File: config.mk
export PLATFORM = sky130hd
export DESIGN_NAME = word_path
export DESIGN_NICKNAME = d
export VERILOG_FILES = /design/src/logic/cache_pkg.sv /design/src/logic/word_path.sv
export SDC_FILE = /design/constraint.sdc
export NUM_CORES = 1
export LEC_CHECK = 0
export BUFFER_PORTS_ARGS = -buffer_cell sky130_fd_sc_hd__buf_2
export CAP_MARGIN = 20
export CORE_MARGIN = 2
export CORE_UTILIZATION = 34
export DETAILED_ROUTE_END_ITERATION = 7
export PLACE_DENSITY_LB_ADDON = 0.12
export SLEW_MARGIN = 30
export SYNTH_ARGS = -nofsm -noshare
export SYNTH_HDL_FRONTEND = slang
export SYNTH_SLANG_ARGS = --single-unit
File: constraint.sdc
create_clock -name vclk -period 1.5
set_input_delay 0.225 -clock vclk [all_inputs]
set_output_delay 0.225 -clock vclk [all_outputs]
set_load 0.05 [all_outputs]
File: src/logic/cache_pkg.sv
package cache_pkg;

	////////////////////////////////////////
	// widths
	////////////////////////////////////////
	localparam int ADDR_W         = 16;
	localparam int WORD_W         = 16;
	localparam int WORDS_PER_LINE = 4;
	localparam int LINE_W         = WORD_W * WORDS_PER_LINE;
	localparam int OFFSET_W       = 2;
	localparam int INDEX_W        = 5;
	localparam int TAG_W          = 9;
	localparam int LINE_ADDR_W    = ADDR_W - OFFSET_W;

	// field positions inside a word address
	localparam int INDEX_LSB = OFFSET_W;
	localparam int TAG_LSB   = INDEX_LSB + INDEX_W;

	////////////////////////////////////////
	// geometry and memory timing
	////////////////////////////////////////
	localparam int NUM_SETS    = 32;
	localparam int NUM_WAYS    = 2;
	localparam int MEM_LINES   = 1 << LINE_ADDR_W;
	localparam int MEM_LATENCY = 4;
	localparam int MEM_CNT_W   = 2;

	typedef logic [ADDR_W-1:0]      addr_t;
	typedef logic [WORD_W-1:0]      word_t;
	// word 0 in the low bits
	typedef logic [LINE_W-1:0]      line_t;
	typedef logic [LINE_ADDR_W-1:0] line_addr_t;
	typedef logic [TAG_W-1:0]       tag_t;
	typedef logic [INDEX_W-1:0]     index_t;
	typedef logic [OFFSET_W-1:0]    offset_t;

	typedef enum logic [1:0] {
		IDLE,
		WRITEBACK,
		FETCH
	} ctrl_state_t;

endpackage
File: src/logic/word_path.sv
module word_path (
	input  cache_pkg::offset_t  i_offset,
	input  cache_pkg::line_t    i_line,
	input  cache_pkg::word_t    i_wdata,
	output cache_pkg::word_t    o_rdata,
	output cache_pkg::line_t    o_merged
);

	cache_pkg::word_t words [cache_pkg::WORDS_PER_LINE];

	// split the line, word 0 from the low bits
	always_comb begin
		for (int i = 0; i < cache_pkg::WORDS_PER_LINE; i++) begin
			words[i] = i_line[i*cache_pkg::WORD_W +: cache_pkg::WORD_W];
		end
	end

	////////////////////////////////////////
	// read select
	////////////////////////////////////////
	assign o_rdata = words[i_offset];

	////////////////////////////////////////
	// write merge
	////////////////////////////////////////
	always_comb begin
		for (int i = 0; i < cache_pkg::WORDS_PER_LINE; i++) begin
			if (cache_pkg::offset_t'(i) == i_offset) begin
				o_merged[i*cache_pkg::WORD_W +: cache_pkg::WORD_W] = i_wdata;
			end else begin
				o_merged[i*cache_pkg::WORD_W +: cache_pkg::WORD_W] = words[i];
			end
		end
	end

endmodule

==> flow_summary_export.csv <==
group,metric,value,unit
routing,wire_per_inst,16.01,um
global_route,grt_overflow_total,0,
global_route,antenna_found_initial,0,
worst_setup_path,crit_type,"in2out",
floorplanning,rows,22,
cells_and_area,drive_above_1_share,100.0,%
synthesis,seq_area_frac_synth,0,%
cells_and_area,num-nets-final,349,
sta,fmax,665.2,MHz
flow_run,drv_cap,0,
place,post-dp-hpwl,3928,um
outcome,violations,"setup timing",
routing,dr.pass1.iters,3,
sta,worst_pin_slew,0.2617,ns
synthesis,yosys.area.top_type,"mux2_2",
sta,relSlewSlack,82.67,%
synthesis,synth_top_cell_area_share,48.31,%
outcome,status,"finished, violations left",
floorplanning,start_util,34.91,%
worst_setup_path,end_kind,"output pin",
sta,period_share,100.2,%
global_route,grt_max_degree,17,
synthesis,synthTopCellsByArea,"mux2_2, mux4_2, mux2_4",
place,dp_slack,-0.08733,ns
global_route,grt_pass1_wl,7169,um
global_route,grt_pass1_vias,1582,
cells_and_area,n_sequential_cell,0,
floorplanning,dieHeight,64.85,um
synthesis,syn_area,1259,sq um
cells_and_area,multi_input_area,1200,sq um
synthesis,yosys-top-cells-count,"mux2_2, mux4_2, mux2_4",
floorplanning,core,3606,sq um
floorplanning,die-area,4205,sq um
floorplanning,die_w,64.85,um
worst_setup_path,path_common_cell,"buf_4",
routing,dr.first_iter.drc_count,31,
worst_setup_path,slowest_delay,0.35,ns
pwr,ir_drop,328.4,uV
worst_setup_path,worstPathCellList,"buf_8, buf_12, nor2_4, buf_4, mux2_2, buf_4",
pwr,leakagePower,1.278,nW
place,placed_area,2197,sq um
place,gp_congestion,0.6774,
cells_and_area,seqCellArea,0,sq um
worst_setup_path,required,1.27,ns
sta,fin_crit,1.503,ns
synthesis,syn_inst,94,
sta,rsz0062_at_grt,"true",
sta,setup-violations-final,4,
place,io_buffers,162,
sta,drv_slew,0,
synthesis,syn_nets,176,
floorplanning,ios,162,
routing,viasPerCell,4.971,
cells_and_area,clock_buffers,0,
worst_setup_path,critPathSlowestCell,"mux2_2",
worst_setup_path,path_max_fanout,7,
synthesis,post-synth-top-count-cell,"mux2_2",
hold_path,hold_path_class,"in2out",
sta,setup_slack,-0.003350,ns
cells_and_area,fill_cells,284,
cells_and_area,area_delta_synth_final,101.9,%
worst_setup_path,start_kind,"input pin",
routing,vias,1556,
routing,drc,0,
cells_and_area,n_antenna_cell,0,
global_route,grt_use_total,21.02,%
routing,ant_nets,0,
cells_and_area,design_area,2541,sq um
sta,finalHoldViolCount,0,
synthesis,yosysWarnings,0,
sta,final.setup.tns,-0.005107,ns
synthesis,synth_area_per_cell,13.39,sq um
worst_setup_path,worst_ep_arrival_time,1.28,ns
synthesis,yosysUniqueCellTypes,11,
pwr,power_density,590.9,nW/um^2
routing,finalWirelength,5012,um
-- through the flow --
step / hold WS (ns) / power (mW) / instances / utilization [%]
5_1_grt: 0.8208 / 1.554 / 313 / 70.47
6_report: 0.8189 / 1.502 / 313 / 70.47
3_3_place_gp: 0.9058 / 1.326 / 311 / 60.93
4_1_cts: 0.8192 / 1.455 / 315 / 68.36
2_1_floorplan: 0.6724 / 0.9895 / 94 / -
3_5_place_dp: 0.9076 / 1.328 / 311 / 60.93
-- worst paths after layout --
path | startpoint | end | slack (ns) | cells past startpoint
worst max-delay path | i_offset[1] | o_merged[11] | -0.003 | 6
worst min-delay path | i_line[17] | o_merged[17] | 0.82 | 3
-- cell usage in the layout (no fill, tap or decap) --
cell / Yosys / final
nand2b_4: 0 / 1
buf_12: 1 / 2
buf_6: 4 / 22
buf_2: 2 / 107
nor2b_4: 1 / 1
buf_4: 3 / 38
mux2_4: 10 / 16
nor2_4: 1 / 1
nand2_8: 0 / 1
buf_8: 0 / 11
mux2_2: 54 / 48
clkbuf_4: 0 / 1
mux4_2: 16 / 16
-- report_power, final --
part           internal (mW)  leakage [nW]  total, mW  switching (mW)
clock network              0             0          0               0
logic                  0.580          1.28       1.50           0.921
registers                  0             0          0               0
total                  0.580          1.28       1.50           0.921
-- critical path: cells and delay by family --
kind | cells | cell delay (ns)
AND/OR/NAND/NOR | 1 | 0.09
buffers and inverters | 4 | 0.60
multiplexers | 1 | 0.35
-- metal layers --
metal | up-vias | share of wire (%) | global-route usage, %
met3 | 0 | 9.2 | 2.257
met4 | 0 | 0 | 0
met2 | 96 | 55 | 44.72
li1 | 738 | - | -
met1 | 722 | 36 | 22.99
met5 | - | 0 | 0
-- timing repair --
action,4_1_cts,5_1_grt
hold buffers,0,0
hold endpoints to repair,0,0
setup endpoints to repair,75,74
cloned,1,0
resized for setup,70,55
buffers inserted,4,0
-- layout make-up --
type,count,share of cell area (%)
Multi-Input combinational cell,84,47.22
Tap cell,48,2.363
Timing Repair Buffer,181,50.42
-- cells by family (layout without fill, tap and decap cells) --
kind of cell           Yosys count  count (layout)  synth area share [%]
buffers and inverters           10             181                 7.753
multiplexers                    80              80                 88.87
AND/OR/NAND/NOR                  4               4                 3.380
Note: power is estimated with default switching activity, not from simulation.
