[config.mk]
export PLATFORM = sky130hd
export DESIGN_NAME = miss_ctrl
export DESIGN_NICKNAME = d
export VERILOG_FILES = /design/src/logic/cache_pkg.sv /design/src/logic/miss_ctrl.sv
export SDC_FILE = /design/constraint.sdc
export NUM_CORES = 1
export LEC_CHECK = 0
export ABC_CLOCK_PERIOD_IN_PS = 1500
export BUFFER_PORTS_ARGS = -buffer_cell sky130_fd_sc_hd__buf_2
export CAP_MARGIN = 20
export CORE_AREA = 2 2 97 99
export CTS_CLUSTER_DIAMETER = 50
export DETAILED_ROUTE_END_ITERATION = 6
export DIE_AREA = 0 0 99 101
export PLACE_DENSITY_LB_ADDON = 0.12
export SLEW_MARGIN = 20
export SYNTH_ARGS = -nofsm -noshare
export SYNTH_HDL_FRONTEND = slang
export SYNTH_SLANG_ARGS = --single-unit
[constraint.sdc]
create_clock -name clk -period 1.5 [get_ports clk]
set_input_delay 0.15 -clock clk [delete_from_list [all_inputs] [get_ports clk]]
set_output_delay 0.15 -clock clk [all_outputs]
set_load 0.01 [all_outputs]
[src/logic/cache_pkg.sv]
package cache_pkg;

	////////////////////////////////////////
	// widths
	////////////////////////////////////////
	localparam int ADDR_W         = 16;
	localparam int WORD_W         = 16;
	localparam int WORDS_PER_LINE = 4;
	localparam int LINE_W         = WORD_W * WORDS_PER_LINE;
	localparam int OFFSET_W       = 2;
	localparam int INDEX_W        = 5;
	localparam int TAG_W          = 9;
	localparam int LINE_ADDR_W    = ADDR_W - OFFSET_W;

	// field positions inside a word address
	localparam int INDEX_LSB = OFFSET_W;
	localparam int TAG_LSB   = INDEX_LSB + INDEX_W;

	////////////////////////////////////////
	// geometry and memory timing
	////////////////////////////////////////
	localparam int NUM_SETS    = 32;
	localparam int NUM_WAYS    = 2;
	localparam int MEM_LINES   = 1 << LINE_ADDR_W;
	localparam int MEM_LATENCY = 4;
	localparam int MEM_CNT_W   = 2;

	typedef logic [ADDR_W-1:0]      addr_t;
	typedef logic [WORD_W-1:0]      word_t;
	// word 0 in the low bits
	typedef logic [LINE_W-1:0]      line_t;
	typedef logic [LINE_ADDR_W-1:0] line_addr_t;
	typedef logic [TAG_W-1:0]       tag_t;
	typedef logic [INDEX_W-1:0]     index_t;
	typedef logic [OFFSET_W-1:0]    offset_t;

	typedef enum logic [1:0] {
		IDLE,
		WRITEBACK,
		FETCH
	} ctrl_state_t;

endpackage
[src/logic/miss_ctrl.sv]
module miss_ctrl (
	input  logic                   clk,
	input  logic                   rst,
	input  logic                   i_rd,
	input  logic                   i_wr,
	input  cache_pkg::addr_t       i_addr,
	input  logic                   i_hit,
	input  logic                   i_hit_way,
	input  logic                   i_victim_way,
	input  logic                   i_victim_valid,
	input  logic                   i_victim_dirty,
	input  cache_pkg::tag_t        i_victim_tag,
	input  cache_pkg::line_t       i_victim_line,
	input  logic                   i_mem_done,
	input  cache_pkg::line_t       i_mem_rdata,
	output logic                   o_ready,
	output logic                   o_line_we,
	output logic                   o_line_way,
	output logic                   o_line_sel_fill,
	output logic                   o_set_dirty,
	output logic                   o_lru_we,
	output logic                   o_mem_req,
	output logic                   o_mem_we,
	output cache_pkg::line_addr_t  o_mem_addr,
	output cache_pkg::line_t       o_mem_wdata
);

	cache_pkg::ctrl_state_t state;
	cache_pkg::ctrl_state_t next_state;

	logic              access;
	logic              req_q;
	cache_pkg::index_t idx;

	assign access = i_rd | i_wr;
	assign idx    = i_addr[cache_pkg::INDEX_LSB +: cache_pkg::INDEX_W];

	////////////////////////////////////////
	// state register
	////////////////////////////////////////
	always_ff @(posedge clk) begin
		if (rst) begin
			state <= cache_pkg::IDLE;
		end else begin
			state <= next_state;
		end
	end

	// req drops for a cycle after each done, then rises again while busy
	always_ff @(posedge clk) begin
		if (rst) begin
			req_q <= 1'b0;
		end else if (state == cache_pkg::IDLE) begin
			req_q <= access && !i_hit;
		end else if (i_mem_done) begin
			req_q <= 1'b0;
		end else begin
			req_q <= 1'b1;
		end
	end

	////////////////////////////////////////
	// next state and array controls
	////////////////////////////////////////
	always_comb begin
		next_state      = state;
		o_ready         = 1'b0;
		o_line_we       = 1'b0;
		o_line_way      = i_hit_way;
		o_line_sel_fill = 1'b0;
		o_set_dirty     = 1'b0;
		o_lru_we        = 1'b0;

		case (state)
			cache_pkg::IDLE: begin
				if (!access) begin
					o_ready = 1'b1;
				end else if (i_hit) begin
					o_ready  = 1'b1;
					o_lru_we = 1'b1;
					// write hit merges into the line and marks it dirty
					if (i_wr) begin
						o_line_we   = 1'b1;
						o_set_dirty = 1'b1;
					end
				end else if (i_victim_valid && i_victim_dirty) begin
					next_state = cache_pkg::WRITEBACK;
				end else begin
					next_state = cache_pkg::FETCH;
				end
			end
			cache_pkg::WRITEBACK: begin
				if (i_mem_done) begin
					next_state = cache_pkg::FETCH;
				end
			end
			cache_pkg::FETCH: begin
				// fetched line lands clean in the victim way
				if (i_mem_done) begin
					o_line_we       = 1'b1;
					o_line_way      = i_victim_way;
					o_line_sel_fill = 1'b1;
					next_state      = cache_pkg::IDLE;
				end
			end
			default: begin
				next_state = cache_pkg::IDLE;
			end
		endcase
	end

	////////////////////////////////////////
	// memory request fields
	////////////////////////////////////////
	assign o_mem_req   = req_q;
	assign o_mem_we    = (state == cache_pkg::WRITEBACK);
	assign o_mem_wdata = i_victim_line;
	assign o_mem_addr  = (state == cache_pkg::WRITEBACK) ? {i_victim_tag, idx} :
		i_addr[cache_pkg::ADDR_W-1:cache_pkg::OFFSET_W];

endmodule

==> results_dict.tcl <==
set metrics [dict create \
    fillerInstances 1031 \
    cp-end-kind "primary output" \
    die_area_um2 10000 \
    drtIter0Drc 4 \
    cts_max_path_buffers 2 \
    clock_sinks 3 \
    clkTransAtPathRegs_ps 30 \
    area_growth_pct -8.72 \
    crit_path_top_delay_cell "dfxtp_4" \
    crit_fanout 10 \
    worst_slew_margin_rel_pct 82.1 \
    final_util_pct 8.32 \
    htree_levels 1 \
    path_cells "nand2b_4 > buf_12 > mux2_1 > buf_2" \
    worstSetupPathType "flop to primary output" \
    cts_tree "built" \
    io_pins 249 \
    routed_wirelength_mm 2.00 \
    core_um2 8980 \
    p_per_area_nw_per_um2 636 \
    vias 550 \
    grt_pass1_vias 577 \
    arrival_ps 1300 \
    ys_seq_area_share_pct 7.34 \
    yosysWarnings 0 \
    slowest_delay_ps 350 \
    syn_inst 102 \
    grt_pass1_wl_mm 2.82 \
    synth_fp_nets 265 \
    clkLatencyLatePin_ps 210 \
    row_count 35 \
    io_buffers 44 \
    cts_buffers 3 \
    post-dp-hpwl_mm 1.78 \
    period_needed_ps 1450 \
    detail_route.first_pass.iterations 3 \
    synth.distinct_cells 17 \
    status "completed" \
    drcViolationCount 0 \
    grtUsageTotal_pct 3.75 \
    grt_max_degree 11 \
    maxSlewViolCount 0 \
    routabilityCongestion 0.795 \
    avgSynthCellArea_um2 8.02 \
    finClkSkew_ps 0.854 \
    cp.required_ps 1350 \
    drive_gt1_share_pct 68.3 \
    hold_class "input port to flop" \
    ys_seq_elements 3 \
    die_w_um 99 \
    maxCapViolCount 0 \
    diodes 0 \
    die_h_um 101 \
    post-place-ws_ps 155 \
    fmax_ghz 0.691 \
    ant_nets 0 \
    start_kind "flop" \
    worst_pin_slew_ps 267 \
    leakage_nw 0.355 \
    dp.cells 189 \
    setup_viol 0 \
    overflow 0 \
    syn_area_um2 818 \
    fin_crit_sh_pct 96.5 \
    final.setup.tns_ps 0 \
    fin_ws_ps 53.0 \
    nets 246 \
    wl_per_cell_um 10.4 \
    avgViaCountPerCell 2.85 \
    antenna_found_initial 0 \
    hold_viol 0 \
    rsz0062_at_grt "false" \
    vdd_drop_max_mv 0.172 \
    start_util_pct 9.11 \
    hold_buffers 0 \
    final_cells 193 \
    cts-root-buf "clkbuf_8" \
]
## through the flow
stage	total power, W	hold slack (ps)	cell area (um2)
3_5_place_dp	0.000246	300	682
6_report	0.000475	131	747
3_3_place_gp	0.000247	300	682
4_1_cts	0.000486	138	739
5_1_grt	0.000509	147	747
2_1_floorplan	0.000346	215	818
## cell usage in the layout, fill, tap and decap left out, types with 2 or more instances in the layout
cell type	netlist	layout
a211oi_1	2	2
buf_2	1	44
clkbuf_8	0	3
mux2_1	10	10
nand2_1	4	4
## synth_stat cells
cell | count | area, um2
buf_4 | 69 | 518
mux2_1 | 10 | 113
nor3_1 | 1 | 5.00
inv_1 | 1 | 3.75
o211a_1 | 1 | 10.0
nand2_1 | 4 | 15.0
o21ba_4 | 1 | 16.3
nor2_1 | 2 | 7.51
nand2b_1 | 2 | 12.5
a211oi_1 | 2 | 15.0
and3_1 | 1 | 6.26
a211oi_2 | 1 | 12.5
inv_2 | 1 | 3.75
buf_2 | 1 | 5.00
dfxtp_1 | 3 | 60.1
or3b_1 | 1 | 8.76
or2_1 | 1 | 6.26
## metal layers
layer  share of wire (%)  global-route usage [%]
met4                 9.1                    4.53
met1                  27                    2.61
met5                   0                       0
met3                  21                    2.70
met2                  42                    5.98
## power by group
| part | switching (W) | leakage (nW) | internal [W] |
|---|---|---|---|
| clock network | 0.0000484 | 0.0228 | 0.000181 |
| logic | 0.0000695 | 0.306 | 0.0000825 |
| registers | 0.00000692 | 0.0258 | 0.0000871 |
| total | 0.000125 | 0.355 | 0.000350 |
## critical path, delay by kind of cell, from the launching register on
kind	cells	cell delay, ps
AND/OR/NAND/NOR	1	140
flip-flops	1	350
buffers and inverters	2	280
multiplexers	1	300
## cell families after synthesis
logic type             synth area share (%)
AOI/OAI and AO/OA                      6.57
DFF                                    7.34
buffers and inverters                  64.8
muxes                                  13.8
and+or+nand+nor                        7.49
## final timing paths
check	cells past startpoint	slack, ps	end	from
setup / recovery	4	50	o_mem_addr[11]	state[1]
hold / removal	2	130	state[0]	rst
setup reg to reg	2	460	state[0]	state[0]
hold reg to reg	1	450	state[0]	state[1]
## cell type report
type | count | area, um2 | share of cell area (%)
inverters | 2 | 7.51 | 1.01
well taps | 111 | 139 | 18.6
multi-input cells | 27 | 243 | 32.5
flip-flops and latches | 3 | 65.1 | 8.71
clock buffers | 4 | 45.0 | 6.03
repair buffers | 46 | 248 | 33.2
## sequential cells by signal, indices dropped and copies added (netlist names)
name and cells:
state 2, o_mem_req 1
## what timing repair did
action / in CTS / in global routing
resized for setup: 4 / 2
setup endpoints to repair: 10 / 5
buffers inserted: 0 / 0
No activity file was read; power rests on OpenSTA's default activity.
